==> src/tama_defines.svh <==
// widths, counts and decode constants shared by the support logic
// slot ids are 16-bit to match the loader slot field
// divider reload sets the cpu enable period to reload + 1 cycles

`ifndef TAMA_DEFINES_SVH
`define TAMA_DEFINES_SVH

// cpu enable divider
`define TAMA_CLK_DIV_W          10
`define TAMA_CLK_DIV_RELOAD     10'd400

// loader data slots
`define TAMA_SLOT_ROM           16'd0
`define TAMA_SLOT_BACKGROUND    16'd10
`define TAMA_SLOT_SPRITESHEET   16'd11

// program rom, word addressed
`define TAMA_ROM_DEPTH          8192
`define TAMA_ROM_ADDR_W         13
`define TAMA_ROM_DATA_W         12

// loader stream and image port
`define TAMA_LOAD_WORD_W        16
`define TAMA_LOAD_ADDR_W        21
`define TAMA_IMAGE_ADDR_W       17

`define TAMA_AUDIO_W            15
`define TAMA_SETTING_SOUND_ADDR 32'h10

`endif
==> src/tama_pkg.sv <==
// types shared by the support logic, sized from the defines header
// loader addresses are byte addresses; rom and image ports are word based

`include "tama_defines.svh"

package tama_pkg;

  // loader stream
  typedef logic [`TAMA_LOAD_WORD_W-1:0] load_word_t;
  typedef logic [`TAMA_LOAD_ADDR_W-1:0] load_addr_t;
  typedef logic [15:0]                  slot_id_t;

  // program rom
  typedef logic [`TAMA_ROM_ADDR_W-1:0]  rom_addr_t;
  typedef logic [`TAMA_ROM_DATA_W-1:0]  rom_data_t;

  // top bit picks background or spritesheet memory
  typedef logic [`TAMA_IMAGE_ADDR_W-1:0] image_addr_t;

  typedef logic [`TAMA_AUDIO_W-1:0]     audio_sample_t;
  typedef logic [15:0]                  key_bits_t;
  typedef logic [`TAMA_CLK_DIV_W-1:0]   div_count_t;

  // loader words arrive big endian, memories want them swapped
  function automatic load_word_t swap_bytes(input load_word_t word);
    return {word[7:0], word[15:8]};
  endfunction

endpackage

==> src/clock_enable_gen.sv <==
// cpu enable and double-rate enable from one down-counter
// cpu_en period is reload + 1 cycles, cpu_en_2x adds a pulse at half count
// both enables are single-cycle pulses, low while reset is high

`timescale 1ns/1ps

`include "tama_defines.svh"

module clock_enable_gen import tama_pkg::*; (
  input  logic clk_32_768,
  input  logic reset,
  output logic cpu_en,
  output logic cpu_en_2x
);

  // mid-period point for the extra 2x pulse
  localparam div_count_t half_count = `TAMA_CLK_DIV_RELOAD / 2;

  div_count_t div_count;

  always_ff @(posedge clk_32_768) begin
    if (reset) begin
      div_count <= `TAMA_CLK_DIV_RELOAD;
      cpu_en    <= 1'b0;
      cpu_en_2x <= 1'b0;
    end else begin
      // pulses by default
      cpu_en    <= 1'b0;
      cpu_en_2x <= 1'b0;

      if (div_count == '0) begin
        // end of period, both rates tick
        div_count <= `TAMA_CLK_DIV_RELOAD;
        cpu_en    <= 1'b1;
        cpu_en_2x <= 1'b1;
      end else begin
        div_count <= div_count - 1'b1;
        // half way, 2x rate only
        if (div_count == half_count) begin
          cpu_en_2x <= 1'b1;
        end
      end
    end
  end

endmodule

==> config.mk <==
export PLATFORM = sky130hd
export DESIGN_NAME = clock_enable_gen
export DESIGN_NICKNAME = d
export VERILOG_FILES = /design/src/tama_pkg.sv /design/src/clock_enable_gen.sv
export VERILOG_INCLUDE_DIRS = /design/src
export SDC_FILE = /design/constraint.sdc
export NUM_CORES = 1
export LEC_CHECK = 0
export BUFFER_PORTS_ARGS = -buffer_cell sky130_fd_sc_hd__buf_2
export CAP_MARGIN = 40
export CORE_AREA = 3 3 40 42
export DETAILED_ROUTE_END_ITERATION = 7
export DIE_AREA = 0 0 43 45
export GPL_TIMING_DRIVEN = 0
export HOLD_SLACK_MARGIN = 0.1
export PLACE_DENSITY = 0.71
export SYNTH_ARGS = -nofsm -noshare
export SYNTH_HDL_FRONTEND = slang
export SYNTH_SLANG_ARGS = --single-unit
==> constraint.sdc <==
create_clock -name clk_32_768 -period 1.45 [get_ports clk_32_768]
set_input_delay 0.2175 -clock clk_32_768 [delete_from_list [all_inputs] [get_ports clk_32_768]]
set_output_delay 0.2175 -clock clk_32_768 [all_outputs]
set_load 0.02 [all_outputs]
==> flow_summary_export.csv, run 1 <==
group,metric,value,unit
outcome,status,"completed",
layout,nNetsFinal,74,
placed_design,place_area,585.6,um^2
grt,antenna_found_initial,0,
layout,multi_input_area,336.6,um^2
worst_setup_path,start_kind,"register",
clock_tree,cts_tree,"yes",
clock_tree,clk_pin_slew_worst_paths,0.07,ns
timing,max_freq,717.0,MHz
routing,vias_per_cell,5.726,
grt,grt_pass1_vias,396,
grt,grt_pass1_wl,1718,um
logic_synthesis,synth_cell_type_count,27,
clock_tree,cts-root-buf,"clkbuf_4",
grt,grt_max_degree,10,
worst_setup_path,crit_start,"div_count[8]",
routing,drtPass1Iterations,4,
floorplanning,num_rows,13,
power,pwr-share-clk,0.245,
routing,drc,0,
timing,skew,0.002895,ns
logic_synthesis,ys_seq_area_frac,0.4374,
min_path,min_path_type,"in -> reg",
layout,layout_commonest_cell,"dfxtp_1",
job,drv_cap,0,
timing,min_period,1.395,ns
timing,setup_viol,0,
clock_tree,htree_levels,1,
grt,gr-total-overflow,0,
power,powerDensity,1216,mW/mm^2
floorplanning,dieArea,0.001935,mm^2
placed_design,place_congestion,0.7243,
placed_design,dp_cells,80,
power,intPower,568.5,uW
placed_design,io_buffers,2,
floorplanning,fp.dieH,45,um
logic_synthesis,synth_area,549.3,um^2
clock_tree,numCtsBuffers,3,
layout,fin_area,666.9,um^2
worst_setup_path,r2r_slack,0.06,ns
timing,worst_slew_pin_slew,0.3702,ns
worst_setup_path,ff2ff_path_depth,3,
worst_setup_path,reg2reg_from,"div_count[8]",
logic_synthesis,ys_seq_elements,12,
layout,final_cell_mix,"9 x dfxtp_1, 8 x nor2_1",
routing,ant_nets,0,
worst_setup_path,crit_arrival,1.59,ns
routing,wl,1139,um
logic_synthesis,synthesis.nets,66,
timing,slew_headroom,0.7513,
floorplanning,core,0.001285,mm^2
logic_synthesis,synthCells,63,
timing,hold_viol,0,
clock_tree,cts_buffer_depth,2,
power,leakage,0.2446,nW
placed_design,dpl.hpwl,679.5,um
clock_tree,insertion_delay,0.27,ns
clock_tree,clock-sinks,12,
layout,post-route-util,0.5190,
layout,syn_to_final_growth,21.41,%
worst_setup_path,endpoint,"cpu_en_2x",
floorplanning,boundaryPins,4,
timing,finalCritPeriodShare,0.9618,
power,power_frac_comb,0.247,
grt,track_usage,0.1206,
layout,antenna_cells,0,
timing,final_max_slew_viol_count,0,
layout,seq_area,249.0,um^2
power,peakVddDrop,0.7877,mV
power,power_switching,242.2,uW
floorplanning,start_util,0.4275,
power,p_seq_frac,0.508,
timing,setup_tns,0,ns
routing,drt_iter0_drc,17,
layout,final_cells,84,
worst_setup_path,cp.required,1.65,ns
worst_setup_path,endpoint_kind,"register",
floorplanning,die_x,43,um
routing,vias,481,
routing,post_drt_wl_per_cell,13.56,um
worst_setup_path,path_max_fanout,7,
layout,drive_above_1_share,0.2899,
worst_setup_path,r2r-end,"cpu_en_2x",
worst_setup_path,path_class,"reg -> reg",
layout,fill_cells,127,
power,switching_share,0.2988,
logic_synthesis,synth_area_per_cell,8.719,um^2
logic_synthesis,yosys_warnings,0,
==> kinds of logic after synthesis <==
logic type / after synthesis / synth area share
DFF: 12 / 0.4374
and+or+nand+nor: 29 / 0.3007
AOI/OAI and AO/OA: 13 / 0.1549
xor gates and xnor gates: 3 / 0.04784
adders and majority gates: 1 / 0.02278
buffers and inverters: 5 / 0.03643
==> registers in the layout, summed over array words and instances (netlist names) <==
register   count
div_count     10
cpu_en         1
cpu_en_2x      1
==> power groups by stage <==
stage / registers [mW] / clock network (mW) / logic, mW
final: 0.412 / 0.199 / 0.200
after global routing: 0.417 / 0.217 / 0.220
after floorplan: 0.408 / 0 / 0.126
after CTS: 0.405 / 0.206 / 0.187
after detailed placement: 0.420 / 0 / 0.147
after global placement: 0.419 / 0 / 0.142
==> per-stage QoR <==
stage                     total power [mW]  hold WS, ns  setup slack (ns)
after detailed placement            0.5668       0.4628           -0.1859
after global placement              0.5615       0.4533           -0.1792
after global routing                0.8541       0.3466         -0.006356
after floorplan                     0.5345       0.4338          -0.02721
final                               0.8107       0.3148           0.05532
after CTS                           0.7979       0.3176          -0.04355
==> cell usage after synthesis <==
cell type / number / area (um^2)
dfxtp_1: 12 / 240.2
nor2_1: 8 / 30.03
a21oi_1: 4 / 20.02
or3_1: 4 / 25.02
inv_1: 3 / 11.26
nand2b_1: 3 / 18.77
nor3_1: 3 / 15.01
or4_1: 3 / 22.52
xnor2_1: 3 / 26.28
o21ai_0: 2 / 10.01
o31ai_1: 2 / 15.01
a31o_2: 1 / 8.760
a31oi_1: 1 / 6.260
and3_1: 1 / 6.260
buf_2: 1 / 5.000
clkbuf_1: 1 / 3.750
ha_1: 1 / 12.51
nand2_1: 1 / 3.750
nand3_1: 1 / 5.000
nor3b_1: 1 / 7.510
nor4b_1: 1 / 8.760
o21bai_1: 1 / 7.510
o311ai_0: 1 / 8.760
o41ai_1: 1 / 8.760
or2_1: 1 / 6.260
or3_2: 1 / 7.510
or3b_2: 1 / 8.760
==> worst min-delay path by stage <==
stage,from,endpoint,slack (ns),cells after the start
after floorplan,div_count[0],div_count[0],0.43,1
after global placement,div_count[0],div_count[0],0.45,1
after detailed placement,div_count[0],div_count[0],0.46,1
after CTS,reset,div_count[6],0.32,2
after global routing,reset,div_count[6],0.35,2
final,reset,div_count[6],0.31,2
==> per-layer routing <==
metal  vias up  routed length, um  GRT usage
met5         -                  0          0
met4         0                  8    0.01807
met3         2                 71    0.07171
met2        15                567     0.1826
met1       225                491     0.1520
li1        239                  -          -
==> timing repair <==
action / CTS / global route
gates resized for setup: 7 / 6
hold buffers: 0 / 0
cloned: 0 / 0
endpoints found under the setup margin: 11 / 10
pin swaps: 5 / 2
setup buffers: 2 / 0
==> worst max-delay path: stages, from the launching register on <==
cell     delay [ns]
dfxtp_1        0.36
or3_1          0.40
or4_1          0.42
a21oi_1        0.14
==> area by class of cell <==
type / count / area share
flip-flops and latches: 12 / 0.3734
well taps: 15 / 0.02814
inverters: 3 / 0.01689
clock buffers: 3 / 0.03377
multi-input cells: 46 / 0.5047
plain buffers: 1 / 0.005629
repair buffers: 4 / 0.03752
No activity file was read; power rests on OpenSTA's default activity.
==> run 2, diff against run 1 <==
--- a/config.mk
+++ b/config.mk
@@ -11,7 +11,7 @@
 export CORE_AREA = 3 3 40 42
 export DETAILED_ROUTE_END_ITERATION = 7
 export DIE_AREA = 0 0 43 45
-export GPL_TIMING_DRIVEN = 0
+export GPL_TIMING_DRIVEN = 1
 export HOLD_SLACK_MARGIN = 0.1
 export PLACE_DENSITY = 0.71
 export SYNTH_ARGS = -nofsm -noshare
==> run 2 against run 1 <==
  * Global-route usage is 1.1 points higher
  * Maximum frequency fell by 3.1%
  * Clock power about the same
  * Die area unchanged
  * Cell count increased by 14%
  * Core utilization rose by 4.9 points
  * Critical path type unchanged
  * Critical endpoint is now div_count[9]
  * Largest cell class unchanged
==> flow_summary_export.csv, run 2 (synthesis gave the netlist of run 1 again) <==
group,metric,value,unit
worst_setup_path,ff2ff_path_depth,4,
routing,vias,526,
min_path,hold_end,"cpu_en",
clock_tree,clock-sinks,12,
clock_tree,cts-root-buf,"clkbuf_4",
floorplanning,start_util,0.4275,
grt,grt_pass1_wl,1856,um
min_path,hold_start,"reset",
worst_setup_path,cp.required,1.64,ns
timing,holdWs,0.2438,ns
timing,rsz0062_at_grt,"true",
floorplanning,boundaryPins,4,
timing,slew_headroom,0.7955,
clock_tree,cts_tree,"yes",
worst_setup_path,path_max_fanout,7,
routing,post_drt_wl_per_cell,11.80,um
routing,vias_per_cell,5.479,
timing,max_freq,695.0,MHz
layout,final_cell_mix,"14 x buf_4, 11 x dfxtp_1, 8 x nor2_1",
clock_tree,numCtsBuffers,3,
timing,min_period,1.439,ns
floorplanning,dieArea,0.001935,mm^2
power,peakVddDrop,0.5984,mV
placed_design,place_congestion,0.7789,
layout,post-route-util,0.5677,
layout,largest_register_ff_count,10,
layout,antenna_cells,0,
clock_tree,insertion_delay,0.27,ns
placed_design,dpl.hpwl,821.6,um
grt,track_usage,0.1313,
layout,drive_above_1_share,0.3580,
floorplanning,core,0.001285,mm^2
outcome,status,"completed",
timing,worst_slew_pin_slew,0.3044,ns
grt,grt_max_degree,9,
floorplanning,die_x,43,um
worst_setup_path,path_class,"reg -> reg",
timing,finalCritPeriodShare,0.9922,
layout,top_register,"div_count",
routing,drt_iter0_drc,23,
clock_tree,clk_pin_slew_worst_paths,0.07,ns
power,leakage,0.2980,nW
timing,setup_tns,0,ns
worst_setup_path,endpoint_kind,"register",
timing,hold_viol,0,
timing,skew,0.005459,ns
min_path,min_path_type,"in -> reg",
power,total_power,850.6,uW
timing,setup_viol,0,
routing,wl,1133,um
worst_setup_path,r2r_slack,0.01,ns
grt,grt_pass1_vias,418,
job,drv_cap,0,
power,powerDensity,1166,mW/mm^2
routing,drc,0,
layout,syn_to_final_growth,32.80,%
floorplanning,fp.dieH,45,um
placed_design,io_buffers,3,
grt,antenna_found_initial,0,
worst_setup_path,crit_arrival,1.63,ns
floorplanning,num_rows,13,
timing,final_max_slew_viol_count,0,
layout,nNetsFinal,86,
worst_setup_path,start_kind,"register",
routing,drtPass1Iterations,4,
routing,ant_nets,0,
grt,gr-total-overflow,0,
clock_tree,cts_buffer_depth,2,
worst_setup_path,reg2reg_from,"div_count[2]",
clock_tree,holdBufCountCts,0,
layout,reg_top3,"div_count (10), cpu_en (1), cpu_en_2x (1)",
worst_setup_path,r2r-end,"div_count[9]",
min_path,min_path_cells,3,
layout,layout_commonest_cell,"buf_4",
clock_tree,htree_levels,1,
run 2: per-layer routing:
layer / GRT usage / up-vias / routed length [um]
li1: - / 265 / -
met1: 0.1659 / 238 / 530
met2: 0.1946 / 18 / 500
met3: 0.07171 / 5 / 87
met4: 0.03614 / 0 / 16
met5: 0 / - / 0
run 2: repair_timing:
item	4_1_cts	5_1_grt
setup buffers	0	2
setup endpoints to repair	4	3
pin swaps	2	1
gates resized for setup	3	2
run 2: layout make-up:
cell class	count	area, um^2
Timing Repair Buffer	17	120.1
Fill cell	124	555.5
Clock buffer	3	22.52
Sequential cell	12	241.5
Tap cell	15	18.77
Inverter	3	11.26
Multi-Input combinational cell	46	315.3
run 2: report_power, final:
| group | leakage (nW) | internal, mW | switching (mW) | total, mW |
|---|---|---|---|---|
| registers | 0.0986 | 0.366 | 0.0240 | 0.390 |
| clock network | 0.0138 | 0.0962 | 0.104 | 0.200 |
| logic | 0.186 | 0.145 | 0.115 | 0.260 |
run 2: worst max path at each step:
stage                       startpoint           end  slack, ns  cells past startpoint
final                     div_count[2]  div_count[9]       0.01                      4
after global routing      div_count[2]  div_count[7]      -0.06                      3
after CTS                 div_count[0]  div_count[9]      0.007                      4
after detailed placement  div_count[2]  div_count[6]      -0.04                      3
after global placement    div_count[0]  div_count[8]      0.004                      6
after floorplan           div_count[2]  div_count[6]      -0.03                      4
run 2: critical path: stages (launching register included):
cell     delay [ns]
dfxtp_2        0.32
or3_4          0.42
buf_4          0.15
or2_1          0.24
o31ai_1        0.23
run 2: per-stage QoR:
step           cells  area (um^2)  setup slack, ns
2_1_floorplan     63        556.8         -0.02721
3_3_place_gp      91        665.6         0.004437
3_5_place_dp      91        665.6         -0.03904
4_1_cts           94        704.4         0.006952
5_1_grt           96        729.5         -0.05985
6_report          96        729.5          0.01124
