File: src/tama_defines.svh
// widths, counts and decode constants shared by the support logic
// slot ids are 16-bit to match the loader slot field
// divider reload sets the cpu enable period to reload + 1 cycles

`ifndef TAMA_DEFINES_SVH
`define TAMA_DEFINES_SVH

// cpu enable divider
`define TAMA_CLK_DIV_W          10
`define TAMA_CLK_DIV_RELOAD     10'd400

// loader data slots
`define TAMA_SLOT_ROM           16'd0
`define TAMA_SLOT_BACKGROUND    16'd10
`define TAMA_SLOT_SPRITESHEET   16'd11

// program rom, word addressed
`define TAMA_ROM_DEPTH          8192
`define TAMA_ROM_ADDR_W         13
`define TAMA_ROM_DATA_W         12

// loader stream and image port
`define TAMA_LOAD_WORD_W        16
`define TAMA_LOAD_ADDR_W        21
`define TAMA_IMAGE_ADDR_W       17

`define TAMA_AUDIO_W            15
`define TAMA_SETTING_SOUND_ADDR 32'h10

`endif
File: src/tama_pkg.sv
// types shared by the support logic, sized from the defines header
// loader addresses are byte addresses; rom and image ports are word based

`include "tama_defines.svh"

package tama_pkg;

  // loader stream
  typedef logic [`TAMA_LOAD_WORD_W-1:0] load_word_t;
  typedef logic [`TAMA_LOAD_ADDR_W-1:0] load_addr_t;
  typedef logic [15:0]                  slot_id_t;

  // program rom
  typedef logic [`TAMA_ROM_ADDR_W-1:0]  rom_addr_t;
  typedef logic [`TAMA_ROM_DATA_W-1:0]  rom_data_t;

  // top bit picks background or spritesheet memory
  typedef logic [`TAMA_IMAGE_ADDR_W-1:0] image_addr_t;

  typedef logic [`TAMA_AUDIO_W-1:0]     audio_sample_t;
  typedef logic [15:0]                  key_bits_t;
  typedef logic [`TAMA_CLK_DIV_W-1:0]   div_count_t;

  // loader words arrive big endian, memories want them swapped
  function automatic load_word_t swap_bytes(input load_word_t word);
    return {word[7:0], word[15:8]};
  endfunction

endpackage

File: src/cpu_io_conditioner.sv
// key synchronizer, face key mapping and gated buzzer sample
// cpu_keys lags cont_key by 3 cycles, audio_sample lags by 1
// only bit 0 of the sound setting word is kept

`timescale 1ns/1ps

`include "tama_defines.svh"

module cpu_io_conditioner import tama_pkg::*; (
  input  logic          clk_32_768,
  input  logic          reset,
  input  key_bits_t     cont_key,
  input  logic          set_wr,
  input  logic [31:0]   set_addr,
  input  logic [31:0]   set_data,
  input  logic          buzzer,
  output logic [3:0]    cpu_keys,
  output audio_sample_t audio_sample
);

  // synchronizer stages, first to last
  key_bits_t key_s1;
  key_bits_t key_s2;
  key_bits_t key_s3;

  logic      sound_disable;

  always_ff @(posedge clk_32_768) begin
    key_s1 <= cont_key;
    key_s2 <= key_s1;
    key_s3 <= key_s2;
  end

  // left, middle, right buttons, active low at the cpu
  // key 7 face_y, key 5 face_b, key 4 face_a
  assign cpu_keys = {1'b0, ~key_s3[7], ~key_s3[5], ~key_s3[4]};

  // sound setting register and sample
  always_ff @(posedge clk_32_768) begin
    if (reset) begin
      sound_disable <= 1'b0;
      audio_sample  <= '0;
    end else begin
      if (set_wr && (set_addr == `TAMA_SETTING_SOUND_ADDR)) begin
        sound_disable <= set_data[0];
      end
      // square wave at half scale, sign bit clear
      audio_sample <= sound_disable ? '0 : {1'b0, {(`TAMA_AUDIO_W-1){buzzer}}};
    end
  end

endmodule

File: config.mk
export PLATFORM = sky130hd
export DESIGN_NAME = cpu_io_conditioner
export DESIGN_NICKNAME = d
export VERILOG_FILES = /design/src/tama_pkg.sv /design/src/cpu_io_conditioner.sv
export VERILOG_INCLUDE_DIRS = /design/src
export SDC_FILE = /design/constraint.sdc
export NUM_CORES = 1
export LEC_CHECK = 0
export ABC_AREA = 1
export BUFFER_PORTS_ARGS = -buffer_cell sky130_fd_sc_hd__buf_4
export CAP_MARGIN = 20
export CORE_UTILIZATION = 26
export CTS_CLUSTER_SIZE = 20
export DETAILED_ROUTE_END_ITERATION = 12
export PLACE_DENSITY = 0.84
export SLEW_MARGIN = 20
export SYNTH_ARGS = -nofsm -noshare
export SYNTH_HDL_FRONTEND = slang
export SYNTH_SLANG_ARGS = --single-unit
File: constraint.sdc
create_clock -name clk_32_768 -period 2.1 [get_ports clk_32_768]
set_clock_uncertainty 0.05 [all_clocks]
set_input_delay 0.21 -clock clk_32_768 [delete_from_list [all_inputs] [get_ports clk_32_768]]
set_output_delay 0.21 -clock clk_32_768 [all_outputs]
set_load 0.05 [all_outputs]
==> flow_summary_export.csv, run 1 <==
group,metric,value,unit
status,status,"complete, no violations",
grt,grtUsageMet3,0.0667,
setup_path,endpoint,"audio_sample[0]",
synthesis,syn_inst,70,
floorplanning,coreArea,1780,sq um
grt,grt_max_degree,15,
power,switching_power,0.158,mW
power,share_clk_of_total_power,0.255,
power,p_per_area,578,nW/um^2
synthesis,synth_top_area_frac,0.431,
setup_path,cp_slowest_stage_delay,0.56,ns
setup_path,path_max_fanout,14,
setup_path,path_delay_family,"flip-flops",
synthesis,synthTopCellsByCount,"nor2_1 (20), buf_4 (15), dfxtp_1 (11), nand2_1 (11), inv_1 (6)",
setup_path,path_buf_inv,1,
clock_tree,htree_levels,1,
sta,min_period,1.36,ns
setup_path,worstSetupStartpointType,"flop",
sta,hold_viol_final,0,
detailed_routing,route.vias.total,552,
power,p_leak,0.486,nW
synthesis,synth-edff-count,0,
floorplanning,core.rowCount,15,
synthesis,syn_avg_cell_area,7.29,sq um
placement,numPortBuffers,56,
setup_path,path_cells,"buf_4",
detailed_routing,ant_nets,0,
floorplanning,pin_count,103,
power,combPwrFrac,0.319,
floorplanning,start_util,0.286,
synthesis,synthFlopType,"dfxtp_1",
power,pwr-share-seq,0.425,
setup_path,path_class,"reg2out",
sta,setup_tns,0,ns
clock_tree,worstSkewPairLatency,0.26,ns
clock_tree,cts-buffers-inserted,3,
detailed_routing,drt-vias-per-instance,3.83,
clock_tree,cts_sinks,11,
floorplanning,die_w,46.3,um
sta,period_share,0.646,
grt,gr-total-overflow,0,
grt,grt_pass1_vias,573,
grt,grt_pass1_wl,2080,um
setup_path,cp.required,1.84,ns
detailed_routing,dr.pass1.iters,4,
synthesis,yosys.area.top_type,"dfxtp_1",
setup_path,cp.arrival,1.10,ns
floorplanning,die_h,46.3,um
placement,dp_hpwl,1060,um
detailed_routing,drt_wl_total,1210,um
clock_tree,clkTransAtPathRegs,0.06,ns
grt,busiest_layer,"met2",
synthesis,ys_ff_latch,11,
sta,fmax,737,MHz
setup_path,rr_worst_depth,2,
synthesis,syn_area,510,sq um
clock_tree,ctsLongestPathBuffers,2,
clock_tree,cts_tree,"done",
hold_path,hp-start,"buzzer",
setup_path,r2r_slack,1.46,ns
grt,use_met1,0.104,
synthesis,ys_types,11,
sta,rsz0062_at_grt,"false",
synthesis,ys_warn_count,0,
grt,grt_util_all_layers,0.142,
power,ir_drop,0.525,mV
sta,report.final.slew_viol_count,0,
placement,gp_congestion,0.639,
detailed_routing,drtIter0Drc,4,
setup_path,worstReg2RegStart,"sound_disable",
sta,setup_viol,0,
synthesis,synthTopCellsByArea,"dfxtp_1 (43%), buf_4 (22%), nor2_1 (15%)",
setup_path,cp.depth,1,
layout,final_cell_count_no_fill,144,
grt,antenna_found_initial,0,
layout,drive_above_1_share,0.513,
setup_path,cp-end-kind,"output port",
setup_path,crit_path_start,"audio_sample[0]",
hold_path,hold_class,"in2reg",
layout,diodes,0,
detailed_routing,drc,0,
sta,hold_slack,0.124,ns
clock_tree,ctsResizeCount,0,
setup_path,crit_slowest_cell,"dfxtp_1",
setup_path,r2r_end,"sound_disable",
grt,grtUsageMet2,0.283,
layout,syn2layout_area_growth,78.2,%
synthesis,synth_most_common_cell,"nor2_1",
clock_tree,cts-root-buf,"clkbuf_4",
floorplanning,die_area,2140,sq um
layout,num-nets-final,204,
power,switching_share,0.301,
synthesis,synthArstFlopShare,0,
detailed_routing,wl_per_cell,8.37,um
placement,placedCellCount,137,
job,cap_violations,0,
power,internal-power,0.368,mW
synthesis,synth_seq_area_share,0.431,
==> final cells by class <==
cell class / instances / area, sq um
Timing Repair Buffer: 59 / 450
Tap cell: 25 / 31.3
Sequential cell: 11 / 220
Fill cell: 166 / 873
Inverter: 6 / 22.5
Clock buffer: 4 / 26.3
Multi-Input combinational cell: 39 / 159
==> worst min-delay path by stage <==
| stage | slack, ns | depth (start not counted) | endpoint |
|---|---|---|---|
| after floorplan | 0.19 | 0 | key_s1[4] |
| after global placement | 0.26 | 0 | key_s3[5] |
| after detailed placement | 0.26 | 0 | key_s3[4] |
| after CTS | 0.11 | 3 | audio_sample[0] |
| after global routing | 0.12 | 3 | audio_sample[0] |
| final | 0.12 | 3 | audio_sample[0] |
==> cells in the final DEF, fill, tap and decap left out <==
| master | count |
|---|---|
| a21oi_1 | 1 |
| buf_4 | 56 |
| dfxtp_1 | 11 |
| nor2_1 | 20 |
| conb_1 | 2 |
| clkbuf_1 | 1 |
| nand2_1 | 11 |
| nor2_2 | 2 |
| clkbuf_4 | 3 |
| inv_1 | 6 |
| or2_0 | 1 |
| and2_1 | 1 |
| dlygate4sd3_1 | 3 |
| nand3_1 | 1 |
==> per-layer routing <==
metal	vias up	part of all wire	routed length [um]
met5	-	0	0
met4	0	0.018	22
met3	4	0.094	113
met2	37	0.54	654
met1	226	0.34	414
li1	285	-	-
==> worst reg2reg max path, cell delays in order, from the launching register on <==
cell	delay [ns]
dfxtp_1	0.31
a21oi_1	0.12
nor2_1	0.06
==> timing repair <==
item,CTS,global route
endpoints found under the setup margin,0,0
setup buffers,0,0
hold endpoints to repair,3,0
hold buffers,3,0
==> sequential cells by signal, summed over array words and instances, names as in the netlist <==
register       count
key_s2             3
audio_sample       1
sound_disable      1
key_s3             3
key_s1             3
==> power groups by stage <==
stage	logic (mW)	clock network [mW]	registers, mW
2_1_floorplan	0.100	0	0.231
3_5_place_dp	0.165	0	0.229
3_3_place_gp	0.162	0	0.228
6_report	0.168	0.134	0.224
4_1_cts	0.169	0.143	0.224
5_1_grt	0.180	0.154	0.225
==> kinds of logic (layout without fill, tap and decap cells) <==
group	count (synthesis)	count (layout)	synth area share
flip-flops	11	11	0.431
AO/OA/AOI/OAI	1	1	0.00979
AND/OR/NAND/NOR	36	36	0.287
other	1	2	0.00735
buffers and inverters	21	69	0.265
==> per-stage QoR <==
| step | worst slack (ns) | power, mW | instance area, sq um | util |
|---|---|---|---|---|
| after floorplan | 0.717 | 0.331 | 514 | - |
| after global placement | 0.972 | 0.390 | 853 | 0.479 |
| after detailed placement | 0.919 | 0.394 | 853 | 0.479 |
| after CTS | 0.695 | 0.537 | 910 | 0.510 |
| after global routing | 0.631 | 0.559 | 910 | 0.510 |
| final | 0.743 | 0.526 | 910 | 0.510 |
Power figures use the tool's default switching activity.
==> run 2: changes to the inputs <==
- CORE_UTILIZATION: 26 -> 22
- PLACE_DENSITY: 0.84 -> 0.76
- clock period: 2.1 -> 1.2 ns (I/O delays scaled with it)
==> flow_summary_export.csv, run 2 (synthesis results as in run 1) <==
group,metric,value,unit
status,status,"complete, no violations",
setup_path,path_delay_family,"flip-flops",
grt,grt_pass1_vias,572,
detailed_routing,ant_nets,0,
setup_path,path_cells,"buf_4",
setup_path,crit_slowest_cell,"dfxtp_2",
sta,setup_tns,0,ns
sta,rsz0062_at_grt,"false",
clock_tree,ctsLongestPathBuffers,2,
detailed_routing,drtIter0Drc,1,
power,p_per_area,1000,nW/um^2
floorplanning,start_util,0.233,
layout,syn2layout_area_growth,79.2,%
placement,gp_congestion,0.646,
sta,report.final.slew_viol_count,0,
setup_path,cp_slowest_stage_delay,0.45,ns
setup_path,path_max_fanout,14,
power,p_leak,0.486,nW
layout,diodes,0,
placement,dp_hpwl,1020,um
layout,fin_util,0.417,
grt,grt_util_all_layers,0.105,
detailed_routing,drt-vias-per-instance,3.74,
detailed_routing,dr.pass1.iters,3,
layout,reg_top3,"key_s1: 3 flops, key_s2: 3 flops, key_s3: 3 flops",
layout,num-nets-final,204,
setup_path,cp-end-kind,"output port",
hold_path,holdPathStages,3,
detailed_routing,drc,0,
placement,dp_slack,0.159,ns
sta,hold_viol_final,0,
detailed_routing,wl_per_cell,7.63,um
hold_path,whs_endpoint,"audio_sample[0]",
setup_path,r2r_slack,0.57,ns
clock_tree,clkTransAtPathRegs,0.06,ns
setup_path,path_buf_inv,1,
setup_path,path_class,"reg2out",
job,cap_violations,0,
sta,setup_viol,0,
floorplanning,die_area,2520,sq um
floorplanning,coreArea,2190,sq um
layout,fillers,226,
clock_tree,htree_levels,1,
grt,grt_max_degree,15,
layout,drive_above_1_share,0.521,
setup_path,worstSetupStartpointType,"flop",
clock_tree,cts-root-buf,"clkbuf_4",
detailed_routing,route.vias.total,550,
hold_path,hold_class,"in2reg",
power,ir_drop,0.434,mV
sta,fmax,898,MHz
setup_path,r2r_end,"sound_disable",
clock_tree,worstSkewPairLatency,0.25,ns
setup_path,worstReg2RegStart,"sound_disable",
layout,fin_area,915,sq um
setup_path,rr_worst_depth,2,
sta,fin_ws,0.0865,ns
clock_tree,cts_tree,"done",
placement,numPortBuffers,56,
floorplanning,pin_count,103,
grt,gr-total-overflow,0,
sta,period_share,0.928,
hold_path,hp-start,"buzzer",
setup_path,cp.required,1.03,ns
clock_tree,cts_sinks,11,
setup_path,cp.arrival,0.94,ns
power,power,0.918,mW
grt,antenna_found_initial,0,
layout,final_cell_mix,"buf_4 (56), nor2_1 (20), nand2_1 (11)",
floorplanning,die_h,50.2,um
layout,layout_commonest_cell,"buf_4",
placement,postPlaceCellArea,858,sq um
clock_tree,ctsResizeCount,0,
floorplanning,core.rowCount,17,
floorplanning,die_w,50.2,um
grt,grt_pass1_wl,1970,um
sta,min_period,1.11,ns
detailed_routing,drt_wl_total,1120,um
clock_tree,cts-buffers-inserted,3,
run 2: cell counts in the layout (fill, tap and decap cells not counted):
No cell type changed its count.
run 2: per-layer routing:
layer  GRT usage  routed length (um)  share of wire
met1      0.0812                 336           0.30
met2       0.213                 688           0.61
met3      0.0182                  69          0.061
met4      0.0952                  27          0.024
met5           0                   0              0
run 2: worst max path at each step:
stage,slack [ns],cells after the start,endpoint,startpoint
after CTS,0.06,1,audio_sample[11],audio_sample[0]
after detailed placement,0.16,8,sound_disable,set_addr[1]
final,0.09,1,audio_sample[11],audio_sample[0]
after global placement,0.17,8,sound_disable,set_addr[1]
after global routing,0.01,1,audio_sample[7],audio_sample[0]
after floorplan,0.18,1,audio_sample[10],audio_sample[0]
run 2: cell type report:
cell class	instances	area, sq um	share of cell area
clock buffer	4	26.3	0.0287
inverter	6	22.5	0.0246
multi-input combinational	39	159	0.174
sequential	11	221	0.242
tap	28	35.0	0.0383
timing repair buffer	59	450	0.492
run 2: report_power, final:
part	internal (mW)	total, mW	leakage, nW	switching [mW]
clock	0.128	0.231	0.0150	0.104
sequential	0.383	0.393	0.0926	0.00949
combinational	0.133	0.294	0.378	0.161
run 2: repair_timing:
| item | 4_1_cts | 5_1_grt |
|---|---|---|
| setup buffers | 0 | 0 |
| endpoints found under the hold margin | 3 | 0 |
| hold buffers | 3 | 0 |
run 2: per-stage QoR:
stage,std cells,hold WS (ns)
floorplan,71,0.0977
global placement,140,0.175
detailed placement,140,0.177
CTS,147,0.0383
global route,147,0.0508
finish,147,0.0418
==> run 3: changes to the inputs <==
- ABC_AREA: 1 -> 0
- CORE_UTILIZATION: 22 -> 21
- CTS_CLUSTER_SIZE: 20 -> default
- PLACE_DENSITY: 0.76 -> 0.75
==> flow_summary_export.csv, run 3 <==
group,metric,value,unit
power,p_leak,0.439,nW
setup_path,cp_slowest_stage_delay,0.45,ns
detailed_routing,ant_nets,0,
floorplanning,pin_count,103,
synthesis,synth_top_family_by_area,"simple AND/OR/NAND/NOR gates",
layout,fin_util,0.410,
synthesis,yosys.area_share.simple,0.261,
layout,reg_top3,"key_s1: 3 flops, key_s2: 3 flops, key_s3: 3 flops",
status,status,"complete, no violations",
synthesis,syn_avg_cell_area,10.5,sq um
synthesis,yosys.area.top_type,"dfxtp_1",
setup_path,cp.arrival,0.95,ns
synthesis,synthTopCellsByCount,"buf_4 (15), dfxtp_1 (11), inv_1 (3), nor4_1 (3)",
layout,syn2layout_area_growth,85.5,%
clock_tree,worstSkewPairLatency,0.26,ns
layout,final_cell_count_no_fill,124,
clock_tree,cts-root-buf,"clkbuf_4",
floorplanning,die_area,2500,sq um
setup_path,rr_worst_depth,1,
grt,grt_max_degree,15,
layout,final_cell_mix,"buf_4 (56), dfxtp_1 (10), dlygate4sd3_1 (4)",
grt,grt_util_all_layers,0.0951,
setup_path,crit_slowest_cell,"dfxtp_2",
synthesis,synth_seq_area_share,0.455,
sta,rsz0062_at_grt,"false",
sta,hold_slack,0.0812,ns
clock_tree,clkTransAtPathRegs,0.06,ns
floorplanning,core.rowCount,17,
clock_tree,cts-buffers-inserted,3,
synthesis,synth-compound-area-share,0,
setup_path,cp.depth,1,
setup_path,cp.required,1.03,ns
setup_path,path_buf_inv,1,
synthesis,ys_warn_count,0,
floorplanning,die_h,50.0,um
placement,dp_hpwl,925,um
hold_path,holdPathStages,2,
sta,report.final.slew_viol_count,0,
layout,num-nets-final,181,
setup_path,path_delay_family,"flip-flops",
layout,diodes,0,
sta,setup_viol,0,
detailed_routing,dr.pass1.iters,2,
placement,placedCellCount,116,
synthesis,synthXorXnorAreaFrac,0,
layout,layout_commonest_cell,"buf_4",
synthesis,synthFlopType,"dfxtp_1",
synthesis,muxShareOfSynthArea,0.0207,
synthesis,synth_top_area_frac,0.455,
sta,hold_viol_final,0,
synthesis,synthArstFlopShare,0,
sta,min_period,1.12,ns
synthesis,syn_inst,46,
setup_path,path_class,"reg2out",
layout,drive_above_1_share,0.677,
setup_path,path_max_fanout,14,
grt,antenna_found_initial,0,
sta,fmax,890,MHz
detailed_routing,drtIter0Drc,3,
placement,numPortBuffers,56,
detailed_routing,route.vias.total,474,
detailed_routing,drc,0,
sta,period_share,0.937,
job,cap_violations,0,
grt,gr-total-overflow,0,
power,p_per_area,1020,nW/um^2
floorplanning,die_w,50.0,um
synthesis,synthTopCellsByArea,"dfxtp_1 (45%), buf_4 (23%), nor4b_2 (6.2%)",
sta,fin_ws,0.0760,ns
placement,gp_congestion,0.638,
synthesis,synth-edff-count,0,
grt,grt_pass1_vias,498,
floorplanning,start_util,0.221,
synthesis,ys_ff_latch,11,
detailed_routing,wl_per_cell,8.44,um
clock_tree,cts_sinks,11,
grt,grt_pass1_wl,1770,um
detailed_routing,drt_wl_total,1050,um
clock_tree,cts_tree,"done",
floorplanning,coreArea,2190,sq um
setup_path,cp-end-kind,"output port",
hold_path,hold_class,"in2reg",
clock_tree,post-cts-setup-buffer-count,0,
setup_path,worstSetupStartpointType,"flop",
clock_tree,ctsLongestPathBuffers,2,
placement,dp_slack,-0.0311,ns
power,ir_drop,0.681,mV
detailed_routing,drt-vias-per-instance,3.82,
setup_path,path_cells,"buf_4",
clock_tree,htree_levels,1,
synthesis,synth_most_common_cell,"buf_4",
synthesis,synth-adder-area-share,0,
synthesis,ys_types,14,
synthesis,syn_area,484,sq um
==> run 3: changes by cell type after synthesis, sizes merged, moves of 2 or more <==
cell and change:
inv -3, nor2 -21, nand4 +2, nor4 +5, nand2b +2, nand2 -11
nor4b +2
==> run 3: worst paths after layout <==
check	from	slack, ns	endpoint
max	audio_sample[0]	0.08	audio_sample[3]
min	buzzer	0.08	audio_sample[0]
max reg2reg	sound_disable	0.57	audio_sample[0]
min reg2reg	key_s2[5]	0.28	key_s3[5]
==> run 3: cells by family (layout without fill, tap and decap cells) <==
group / Yosys count / after routing
buf+inv: 18 / 67
simple gates: 15 / 15
flops: 11 / 11
other cells: 1 / 2
mux: 1 / 1
==> run 3: per-layer routing <==
layer  wire length [um]  global-route usage
met4                 13              0.0762
met2                604               0.180
met3                 80              0.0370
met5                  0                   0
met1                347              0.0739
==> run 3: what timing repair did <==
action / in CTS / in global routing
hold buffers: 4 / 0
gates resized for setup: 0 / 0
endpoints found under the hold margin: 4 / 0
==> run 3: final cells by class <==
class / count / area [sq um]
Clock buffer: 4 / 26.3
Tap cell: 28 / 35.0
Inverter: 3 / 11.3
Multi-Input combinational cell: 18 / 144
Fill cell: 217 / 1290
Timing Repair Buffer: 60 / 460
Sequential cell: 11 / 221
==> run 3: per-stage QoR <==
stage               power [mW]  setup TNS, ns  cell area (sq um)
floorplan                0.572              0                489
global placement         0.680              0                832
detailed placement       0.683        -0.0311                832
CTS                      0.933              0                898
global route             0.966              0                898
finish                   0.915              0                898
==> run 3: where the power goes <==
part	leakage [nW]	switching (mW)	internal, mW
Sequential	0.0926	0.00871	0.383
Combinational	0.331	0.157	0.134
Clock	0.0150	0.104	0.128
Total	0.439	0.270	0.645
