`config.mk`:
```
export PLATFORM = sky130hd
export DESIGN_NAME = image_write_router
export DESIGN_NICKNAME = d
export VERILOG_FILES = /design/src/tama_pkg.sv /design/src/image_write_router.sv
export VERILOG_INCLUDE_DIRS = /design/src
export SDC_FILE = /design/constraint.sdc
export NUM_CORES = 1
export LEC_CHECK = 0
export BUFFER_PORTS_ARGS = -buffer_cell sky130_fd_sc_hd__buf_2
export CORE_MARGIN = 3
export CORE_UTILIZATION = 55
export DETAILED_ROUTE_END_ITERATION = 6
export PLACE_DENSITY = 0.83
export SYNTH_ARGS = -nofsm -noshare
export SYNTH_HDL_FRONTEND = slang
export SYNTH_SLANG_ARGS = --single-unit
```
`constraint.sdc`:
```
create_clock -name clk_32_768 -period 8.2 [get_ports clk_32_768]
set_input_delay 1.23 -clock clk_32_768 [delete_from_list [all_inputs] [get_ports clk_32_768]]
set_output_delay 1.23 -clock clk_32_768 [all_outputs]
set_load 0.05 [all_outputs]
```
`src/tama_defines.svh`:
```
// widths, counts and decode constants shared by the support logic
// slot ids are 16-bit to match the loader slot field
// divider reload sets the cpu enable period to reload + 1 cycles

`ifndef TAMA_DEFINES_SVH
`define TAMA_DEFINES_SVH

// cpu enable divider
`define TAMA_CLK_DIV_W          10
`define TAMA_CLK_DIV_RELOAD     10'd400

// loader data slots
`define TAMA_SLOT_ROM           16'd0
`define TAMA_SLOT_BACKGROUND    16'd10
`define TAMA_SLOT_SPRITESHEET   16'd11

// program rom, word addressed
`define TAMA_ROM_DEPTH          8192
`define TAMA_ROM_ADDR_W         13
`define TAMA_ROM_DATA_W         12

// loader stream and image port
`define TAMA_LOAD_WORD_W        16
`define TAMA_LOAD_ADDR_W        21
`define TAMA_IMAGE_ADDR_W       17

`define TAMA_AUDIO_W            15
`define TAMA_SETTING_SOUND_ADDR 32'h10

`endif
```
`src/tama_pkg.sv`:
```
// types shared by the support logic, sized from the defines header
// loader addresses are byte addresses; rom and image ports are word based

`include "tama_defines.svh"

package tama_pkg;

  // loader stream
  typedef logic [`TAMA_LOAD_WORD_W-1:0] load_word_t;
  typedef logic [`TAMA_LOAD_ADDR_W-1:0] load_addr_t;
  typedef logic [15:0]                  slot_id_t;

  // program rom
  typedef logic [`TAMA_ROM_ADDR_W-1:0]  rom_addr_t;
  typedef logic [`TAMA_ROM_DATA_W-1:0]  rom_data_t;

  // top bit picks background or spritesheet memory
  typedef logic [`TAMA_IMAGE_ADDR_W-1:0] image_addr_t;

  typedef logic [`TAMA_AUDIO_W-1:0]     audio_sample_t;
  typedef logic [15:0]                  key_bits_t;
  typedef logic [`TAMA_CLK_DIV_W-1:0]   div_count_t;

  // loader words arrive big endian, memories want them swapped
  function automatic load_word_t swap_bytes(input load_word_t word);
    return {word[7:0], word[15:8]};
  endfunction

endpackage

```
`src/image_write_router.sv`:
```
// routes background and spritesheet loader words to one image write port
// background: one write, word address, bytes swapped
// spritesheet: full word at A, then high byte alone at A + 1 a cycle later
// source must leave an idle cycle after each spritesheet word;
// a strobe landing on the trailing write cycle is dropped

`timescale 1ns/1ps

`include "tama_defines.svh"

module image_write_router import tama_pkg::*; (
  input  logic        clk_32_768,
  input  logic        reset,
  input  logic        load_wr,
  input  load_addr_t  load_addr,
  input  load_word_t  load_data,
  input  slot_id_t    slot_id,
  output logic        image_wr,
  output image_addr_t image_addr,
  output load_word_t  image_data
);

  ////////////////////////////////////////
  // slot decode
  ////////////////////////////////////////

  logic        bg_load;
  logic        sprite_load;

  // addresses for each path
  image_addr_t bg_addr;
  image_addr_t sprite_addr;

  // trailing high-byte write
  logic        high_pend;
  logic [7:0]  high_byte;
  image_addr_t high_addr;

  assign bg_load     = load_wr && (slot_id == `TAMA_SLOT_BACKGROUND);
  assign sprite_load = load_wr && (slot_id == `TAMA_SLOT_SPRITESHEET);

  // background is word addressed
  assign bg_addr     = load_addr[`TAMA_IMAGE_ADDR_W:1];
  // spritesheet keeps the byte address, one pixel per write
  assign sprite_addr = load_addr[`TAMA_IMAGE_ADDR_W-1:0];

  ////////////////////////////////////////
  // control
  ////////////////////////////////////////

  always_ff @(posedge clk_32_768) begin
    if (reset) begin
      image_wr  <= 1'b0;
      high_pend <= 1'b0;
    end else begin
      // the pending high byte finishes its pair first
      image_wr  <= high_pend || bg_load || sprite_load;
      high_pend <= !high_pend && sprite_load;
    end
  end

  ////////////////////////////////////////
  // payload
  ////////////////////////////////////////

  always_ff @(posedge clk_32_768) begin
    if (high_pend) begin
      // second half of a spritesheet word
      image_addr <= high_addr;
      image_data <= {8'h00, high_byte};
    end else if (sprite_load) begin
      image_addr <= sprite_addr;
      image_data <= load_data;
    end else if (bg_load) begin
      image_addr <= bg_addr;
      image_data <= swap_bytes(load_data);
    end

    // latch high byte and next address with every spritesheet word
    if (sprite_load) begin
      high_byte <= load_data[15:8];
      high_addr <= sprite_addr + 1'b1;
    end
  end

endmodule

```
==> results of run 1 <==
[registers in the layout (all words and copies together), names as in the netlist]
name and count:
high_pend 1, high_byte 8, image_wr 1, high_addr 17, image_data 16, image_addr 17
[synthesized netlist by cell type, drive strengths merged, types with 2 or more instances]
cell    number  area share, %
o21ai       25            4.3
xor2         4            1.2
and3         2           0.43
nand4        3           0.64
nand3       10            1.7
a21oi       25            4.3
nor2b       26            5.5
clkbuf      11            1.5
nor4         4            1.1
inv          3           0.38
mux2i        8            2.7
nand2        3           0.38
a31oi       25            5.3
dfxtp       10            6.8
buf          8            2.4
edfxtp      50             51
xnor2       11            3.3
nor2        11            1.4
a211oi       8            3.1
[per-layer routing]
metal	GRT usage (%)	up-vias
met5	0	-
met3	3.855	11
met2	37.29	112
li1	-	1123
met4	11.68	0
met1	28.00	1111
[power by group through the flow]
stage	logic (mW)	clock network [mW]	registers, mW
final	0.0429	0.215	0.330
after global routing	0.0472	0.229	0.330
after CTS	0.0426	0.217	0.330
after detailed placement	0.0423	0	0.336
after global placement	0.0405	0	0.336
after floorplan	0.0190	0	0.337
[final cells by class]
type                    count  area (um^2)  area share [%]
repair buffers             90        460.4           13.08
flip-flops and latches     60         1703           48.37
well taps                  67        83.83           2.381
inverters                   3        11.26          0.3198
clock inverters             3        13.76          0.3909
clock buffers              13        138.9           3.945
multi-input cells         173         1110           31.52
[cells in the final DEF, fill, tap and decap left out, drive strengths merged]
cell type and instances:
nand2 3, and3 2, nor2b 26, ha 1, a21oi 25, clkbuf 13, nor2 11, a31oi 25
buf 90, xor2 4, o21ai 25, or4 1, nor3 1, nand3 10, nand2b 1, nand4 3
and4 1, dfxtp 10, xnor2 11, a211oi 8, mux2i 8, inv 3, edfxtp 50, nor4b 1
nor4 4, nor4bb 1, and2 1, clkinv 3
[worst register-to-register path, delay by kind of cell (launching register included)]
family | cells | cell delay (ps)
flip-flops | 1 | 1020
AND/OR/NAND/NOR | 1 | 580
buffers and inverters | 1 | 340
[logic make-up (layout without fill, tap and decap cells)]
family	after synthesis	count (layout)	share of synthesized area [%]
fa+ha+maj	1	1	0.4266
simple gates	66	66	13.18
compound gates	83	83	16.94
flops	60	60	58.02
mux	8	8	2.730
xor+xnor	15	15	4.479
buf+inv	22	109	4.223
[final timing paths]
| check | endpoint | cells after the start |
|---|---|---|
| setup / recovery | high_addr[13] | 4 |
| hold / removal | image_data[15] | 2 |
| setup reg to reg | image_addr[3] | 2 |
| hold reg to reg | image_data[15] | 2 |
==> run metrics, run 1 <==
Area growth syn-to-layout 20.05%; routed wirelength normalized by instance count 16.69 um; CP Data Required Time approximately 8200 ps; met2 routed WL 3567 um; worst-case hold slack between 500 and 600 ps; total internal power 0.4561 mW; Buffers on Ports 86; Setup Total Neg Slack 0 ps; setup bufs post-CTS 0; status finished clean; number of antenna violations at the first check in global routing 0; worst slack at placement 4972 ps; Final HPWL DP ~4600 um; type of origin of the critical path input port; number of diodes added for antenna fixing 0; Overflow after GRT 0; Final Wtd Congestion 0.7742; kind of capture point of the worst setup path register; sequential area share after synthesis approximately three fifths; global-route wire length before repair 10670 um; total of max-cap violations 0; count of instances resized after the clock tree is built 0; # DRC 0; origin of the worst setup path slot_id[0]; CTS tree yes; pin count of the biggest net entering global routing 61; Synth warnings 0; leakage around 1.3 nW; crit path setup slack, layout 5299 ps; Clock power frac 36.6%; cell area after placement about 3400 um^2; Gate Count Post-Synth 255; async set or reset register ratio after synthesis 0%; combinational cell fraction of total power between 7 and 8%; most frequently used flop master after synthesis sky130_fd_sc_hd__edfxtp_1; Tcrit/Tclk final 35.38%; cell at the root of the clock tree sky130_fd_sc_hd__clkbuf_8; via count of the first global-routing pass ~2200; sequence of cells on the critical path buf_2, inv_2, nor2_2, buf_4; Hold Violations, Final 0; final setup violation count 0; CTS Hold Bufs 0; hold path start image_data[15]; drt first-iter violations between 200 and 300; number of enable-type register cells in the synthesized netlist 50; summed area of non-filler cells in the final layout 3521 um^2; arrival time at the worst endpoint slightly below 3000 ps; DIE AREA around 6200 um^2; fin crit period slightly below 3000 ps; setup repair after global routing missed its margin no; worst-path fanout max 34; number of buffer and inverter instances along the worst setup path 3; routed length on met1 about 2600 um; WS Path Type input port to register; headroom to the max-slew limit 30.04%; routed via count 2357; crit-path max cell delay between 500 and 600 ps; register share of total power 56.1%; Antenna Nets Post-Route 0; placement row count 25; share of the core filled with cells in the final layout 71.24%; final non-filler cell total 409; Pwr Density around 170 nW/um^2; Reg2Reg Setup Slack a little under 6000 ps; maximum frequency from static timing analysis about 340 MHz; total CTS buffers 9; DP Cell Count 393; Die Y 79.03 um; first-pass iteration count of the detailed router 4; measured slew at the worst slew-check pin roughly 1000 ps; Detailed Route WL 6825 um; slowest cell on the critical path sky130_fd_sc_hd__buf_2; number of unique standard cell types used by synthesis 34; Filler cells about 390; Peak VDD IR 110.3 uV; htree depth 3; placeable core area approximately 5000 um^2; wire length on met3 545 um; net switching share of the total power 22.42%; share of layout cells above drive strength 1 32.75%; post-CTS clock slew at the launch and capture registers of the worst setup and hold paths roughly 60 ps; count of boundary I/O pins 90; Total Power 0.5879 mW; crit-path leading delay family buffers and inverters; Post-layout nets approximately 390; post-synthesis sequential element count 60; clock latency on the worst-skew pair between 300 and 400 ps; Mapped Area around 3000 um^2; die extent in x 79.03 um; Switch Pwr 0.1318 mW; largest buffer count on any clock path 2; Initial Util 59.34%; Setup Skew 3.697 ps; mean post-synth cell area 11.50 um^2; uppermost signal routing layer after detailed routing met4; overall global routing resource usage 22.41%; average via count per standard cell roughly 5.8; min-delay worst type register to register; pins over their slew limit 0; launch point of the worst reg-to-reg path high_pend; CTS sink cnt 60; synthesized net count between 300 and 400
No activity file was read; power rests on OpenSTA's default activity.
==> run 2, diff against run 1 <==
CORE_UTILIZATION = 46   (was 55)
PLACE_DENSITY = 0.74   (was 0.83)
clock period = 2.6 ns   (was 8.2 ns; I/O delays follow)
==> run metrics, run 2 (synthesis results as in run 1) <==
Filler cells 547 (+42%); Overflow after GRT 0 (unchanged); Area growth syn-to-layout 22.31%; DIE AREA 7369 um^2 (+18%); Buffers on Ports 86 (unchanged); count of boundary I/O pins 90 (unchanged); worst-path fanout max 6 (-82%); Setup Total Neg Slack 0 ps (unchanged); setup repair after global routing missed its margin no; min-delay worst type input port to register; total of max-cap violations 0 (unchanged); placement row count 28 (+12%); headroom to the max-slew limit 61.67% (+32 points); measured slew at the worst slew-check pin 575.0 ps (-474.4 ps); final setup violation count 0 (unchanged); largest registers high_addr (17), image_addr (17), image_data (16); placeable core area 6061 um^2 (+23%); Die Y 85.85 um (+8.6%); Total Power 1.857 mW (+220%); Peak VDD IR 248.0 uV (+120%); Pwr Density 517.7 nW/um^2 (+210%); CP Data Required Time 2670 ps (-5550 ps); kind of capture point of the worst setup path register; number of antenna violations at the first check in global routing 0 (unchanged); CTS sink cnt 60 (unchanged); WS Path Type input port to register; die extent in x 85.85 um (+8.6%); number of diodes added for antenna fixing 0 (unchanged); commonest cells after routing, fill and taps aside sky130_fd_sc_hd__buf_2 (86), sky130_fd_sc_hd__edfxtp_1 (50), sky130_fd_sc_hd__nor2b_1 (26); global-route wire length before repair 11060 um (+3.6%); drt first-iter violations 155 (-43%); overall global routing resource usage 19.21% (-3.2 points); Final HPWL DP 4611 um (-0.65%); count of instances resized after the clock tree is built 0 (unchanged); Detailed Route WL 6825 um (unchanged); # DRC 0 (unchanged); status finished clean; leakage 1.339 nW (+2.2%); share of the core filled with cells in the final layout 59.19% (-12 points); type of origin of the critical path input port; routed via count 2351 (-0.25%); CTS Hold Bufs 0 (unchanged); leading cell type in the layout, fill and taps excluded sky130_fd_sc_hd__buf_2; routed wirelength normalized by instance count 16.21 um (-2.9%); Initial Util 48.39% (-11 points); footprint of the multi-input gates 1110 um^2 (unchanged); Final Wtd Congestion 0.7509 (-3.0%); area used by sequential logic in the layout 1703 um^2 (unchanged); Tcrit/Tclk final 64.39%; arrival time at the worst endpoint 1750 ps (-1170 ps); average via count per standard cell 5.584 (-3.1%); total CTS buffers 9 (unchanged); cell at the root of the clock tree sky130_fd_sc_hd__clkbuf_8; Post-layout nets 398 (+1.0%); Hold Violations, Final 0 (unchanged); setup bufs post-CTS 0 (unchanged); post-CTS clock slew at the launch and capture registers of the worst setup and hold paths 60 ps (about the same); Setup Skew 8.401 ps (+4.704 ps); htree depth 3 (unchanged); first-pass iteration count of the detailed router 5 (+1); fin crit period 1674 ps; pin count of the biggest net entering global routing 42 (-31%); share of layout cells above drive strength 1 33.82% (+1.1 points); CTS tree yes; maximum frequency from static timing analysis ~600 MHz; pins over their slew limit 0 (unchanged); clock latency on the worst-skew pair 330 ps (about the same); largest buffer count on any clock path 2 (unchanged); via count of the first global-routing pass 2282 (+2.1%); Antenna Nets Post-Route 0 (unchanged)
==> run 2: final cells by class <==
type                       instances  area share [%]
inverter                           3          0.3139
sequential                        60           47.47
clock buffer                      12           3.767
multi-input combinational        173           30.94
timing repair buffer              94           14.37
clock inverter                     4          0.5232
tap                               75           2.616
==> run 2: final timing paths <==
kind	start	to	slack, ps	cells past startpoint
setup / recovery	load_addr[1]	high_addr[16]	930	6
hold / removal	reset	image_wr	240	2
setup reg to reg	high_pend	image_data[7]	1030	3
hold reg to reg	image_data[15]	image_data[15]	500	2
==> run 2: power breakdown <==
part | leakage (nW) | internal (mW) | switching [mW] | total (mW)
combinational | 0.727 | 0.0584 | 0.0765 | 0.135
sequential | 0.530 | 1.04 | 0.0000750 | 1.04
clock | 0.0816 | 0.339 | 0.343 | 0.682
==> run 2: worst max-delay path, stage by stage <==
cell	delay, ps
sky130_fd_sc_hd__buf_2	150
sky130_fd_sc_hd__ha_1	260
sky130_fd_sc_hd__nand2_1	140
sky130_fd_sc_hd__nor4_2	480
sky130_fd_sc_hd__nand3_1	170
sky130_fd_sc_hd__xnor2_1	150
==> run 2: layer usage <==
layer / part of all wire [%] / GRT usage [%]
met1: 41 / 23.69
met2: 51 / 33.26
met4: 1.5 / 7.914
met3: 6.2 / 3.362
met5: 0 / 0
==> run 2: metrics by stage <==
stage                     worst slack [ps]  instance area, um^2  cells  hold WS (ps)
after floorplan                      355.7                 2935    255         461.6
after global placement               644.8                 3433    405         486.2
after detailed placement             608.9                 3433    405         492.5
after CTS                            933.4                 3587    421         232.0
after global routing                 756.6                 3587    421         232.4
final                                925.9                 3587    421         244.8
==> run 3, diff against run 2 <==
CORE_UTILIZATION = 51   (was 46)
PLACE_DENSITY = 0.77   (was 0.74)
clock period = 1.7 ns   (was 2.6 ns; I/O delays follow)
==> run metrics, run 3 (synthesis results as in run 1) <==
status finished clean; hold path endpoint image_wr; total CTS buffers 9 (unchanged); total internal power 2.338 mW (+63%); headroom to the max-slew limit 69.25% (+7.6 points); Clock power frac 39.1% (+2.4 points); maximum frequency from static timing analysis 716.0 MHz; number of diodes added for antenna fixing 0 (unchanged); drt first-iter violations 166 (+7.1%); origin of the worst setup path slot_id[5]; net switching share of the total power 21.90% (-0.70 points); area used by sequential logic in the layout 1703 um^2 (unchanged); Detailed Route WL 7034 um (+3.1%); # DRC 0 (unchanged); Switch Pwr 0.6557 mW (+56%); overall global routing resource usage 22.21% (+3.0 points); routed wirelength normalized by instance count 16.51 um (+1.9%); DIE AREA 6696 um^2 (-9.1%); largest registers high_addr (17), image_addr (17), image_data (16); commonest cells after routing, fill and taps aside sky130_fd_sc_hd__buf_2 (86), sky130_fd_sc_hd__edfxtp_1 (50), sky130_fd_sc_hd__nor2b_1 (26); placement row count 26 (-7.1%); first-pass iteration count of the detailed router 5 (unchanged); Die Y 81.83 um (-4.7%); depth of the worst hold-timing path 2 (unchanged); post-CTS clock slew at the launch and capture registers of the worst setup and hold paths 60 ps (about the same); met2 routed WL 3619 um (+3.7%); global-route wire length before repair 11000 um (-0.56%); share of the core filled with cells in the final layout 69.79% (+11 points); crit-path max cell delay 290 ps (-190 ps); count of instances resized after the clock tree is built 0 (unchanged); hold path start reset; kind of capture point of the worst setup path register; routed via count 2422 (+3.0%); min-delay worst type input port to register; CTS tree yes; crit-path leading delay family simple AND/OR/NAND/NOR gates; Filler cells 428 (-22%); Peak VDD IR 525.0 uV (+110%); Final Wtd Congestion 0.8191 (+9.1%); arrival time at the worst endpoint 1430 ps (-320 ps); count of boundary I/O pins 90 (unchanged); pins over their slew limit 0 (unchanged); fin crit period 1397 ps; average via count per standard cell 5.685 (+1.8%); Hold Violations, Final 0 (unchanged); launch point of the worst reg-to-reg path high_pend; via count of the first global-routing pass 2313 (+1.4%); pin count of the biggest net entering global routing 42 (unchanged); placeable core area 5335 um^2 (-12%); Antenna Nets Post-Route 0 (unchanged); uppermost signal routing layer after detailed routing met4; Pwr Density 804.1 nW/um^2 (+55%); combinational cell fraction of total power 7.8% (+0.5 points); slowest cell on the critical path sky130_fd_sc_hd__nor4_4; number of antenna violations at the first check in global routing 0 (unchanged); CP Data Required Time 1730 ps (-940 ps); number of buffer and inverter instances along the worst setup path 3 (+2); die extent in x 81.83 um (-4.7%); cell at the root of the clock tree sky130_fd_sc_hd__clkbuf_8; leakage 1.415 nW (+5.7%); Overflow after GRT 0 (unchanged); Tcrit/Tclk final 82.16%; Post-layout nets 408 (+2.5%); clock latency on the worst-skew pair 330 ps (about the same); worst r2r dst image_data[2]; htree depth 3 (unchanged); WS Path Type input port to register; largest buffer count on any clock path 2 (unchanged); leading cell type in the layout, fill and taps excluded sky130_fd_sc_hd__buf_2; worst-path fanout max 28 (+22); total of max-cap violations 0 (unchanged); crit path setup slack, layout 303.3 ps (-622.6 ps); sequence of cells on the critical path buf_2, nor4_4, nand4_1, buf_4, nor2_4, buf_4; routed length on met1 2817 um (+0.21%); Area growth syn-to-layout 26.96%; setup repair after global routing missed its margin no; Setup Total Neg Slack 0 ps (unchanged); final setup violation count 0 (unchanged); worst slack at placement -32.95 ps (-641.9 ps); measured slew at the worst slew-check pin 460.5 ps (-114.5 ps); Initial Util 54.97% (+6.6 points); share of layout cells above drive strength 1 37.08% (+3.3 points); Final HPWL DP 5032 um (+9.1%); Reg2Reg Setup Slack 450 ps (-580 ps); Worst Reg2Reg Path Length in Cells 3 (unchanged); Buffers on Ports 86 (unchanged); register share of total power 53.2% (-2.8 points); footprint of the multi-input gates 1162 um^2 (+4.7%); wire length on met3 440 um (+4.3%); CTS Hold Bufs 0 (unchanged); type of origin of the critical path input port; Setup Skew 7.064 ps (-1.337 ps); CTS sink cnt 60 (unchanged); cell repeated most along the worst path sky130_fd_sc_hd__buf_4; setup bufs post-CTS 0 (unchanged)
## run 3: cell types whose count changed in the layout (fill, tap and decap cells not counted), sizes merged
cell | previous run | this run
buf | 94 | 104
clkinv | 4 | 2
clkbuf | 12 | 14
## run 3: power by group through the flow
| stage | clock [mW] | combinational [mW] | sequential [mW] |
|---|---|---|---|
| 5_1_grt | 1.25 | 0.257 | 1.59 |
| 2_1_floorplan | 0 | 0.0965 | 1.62 |
| 6_report | 1.17 | 0.233 | 1.59 |
| 3_5_place_dp | 0 | 0.231 | 1.62 |
| 4_1_cts | 1.18 | 0.232 | 1.59 |
| 3_3_place_gp | 0 | 0.221 | 1.62 |
## run 3: worst max path at each step
stage,to,slack [ps],cells after the start
2_1_floorplan,high_addr[0],-140,4
3_3_place_gp,high_addr[7],40,6
3_5_place_dp,high_addr[10],-30,6
4_1_cts,high_addr[7],310,6
5_1_grt,high_addr[16],190,5
6_report,high_addr[7],300,6
## run 3: routing by layer
layer,track usage (%),vias up
met1,26.86,1159
met5,0,-
met4,10.63,0
li1,-,1159
met3,3.728,13
met2,38.37,91
## run 3: metrics by stage
stage	cells	power (mW)	hold WS (ps)	instance area, um^2
after floorplan	255	1.721	326.6	2994
after CTS	426	3.007	112.9	3724
final	426	2.994	124.0	3724
after global placement	410	1.844	451.9	3542
after detailed placement	410	1.854	461.0	3542
after global routing	426	3.094	117.8	3724
## run 3: final cells by class
cell class	count	share of cell area [%]
flip-flops and latches	60	45.73
inverters	3	0.3024
well taps	70	2.352
repair buffers	104	15.52
multi-input cells	173	31.22
clock inverters	2	0.2352
clock buffers	14	4.637
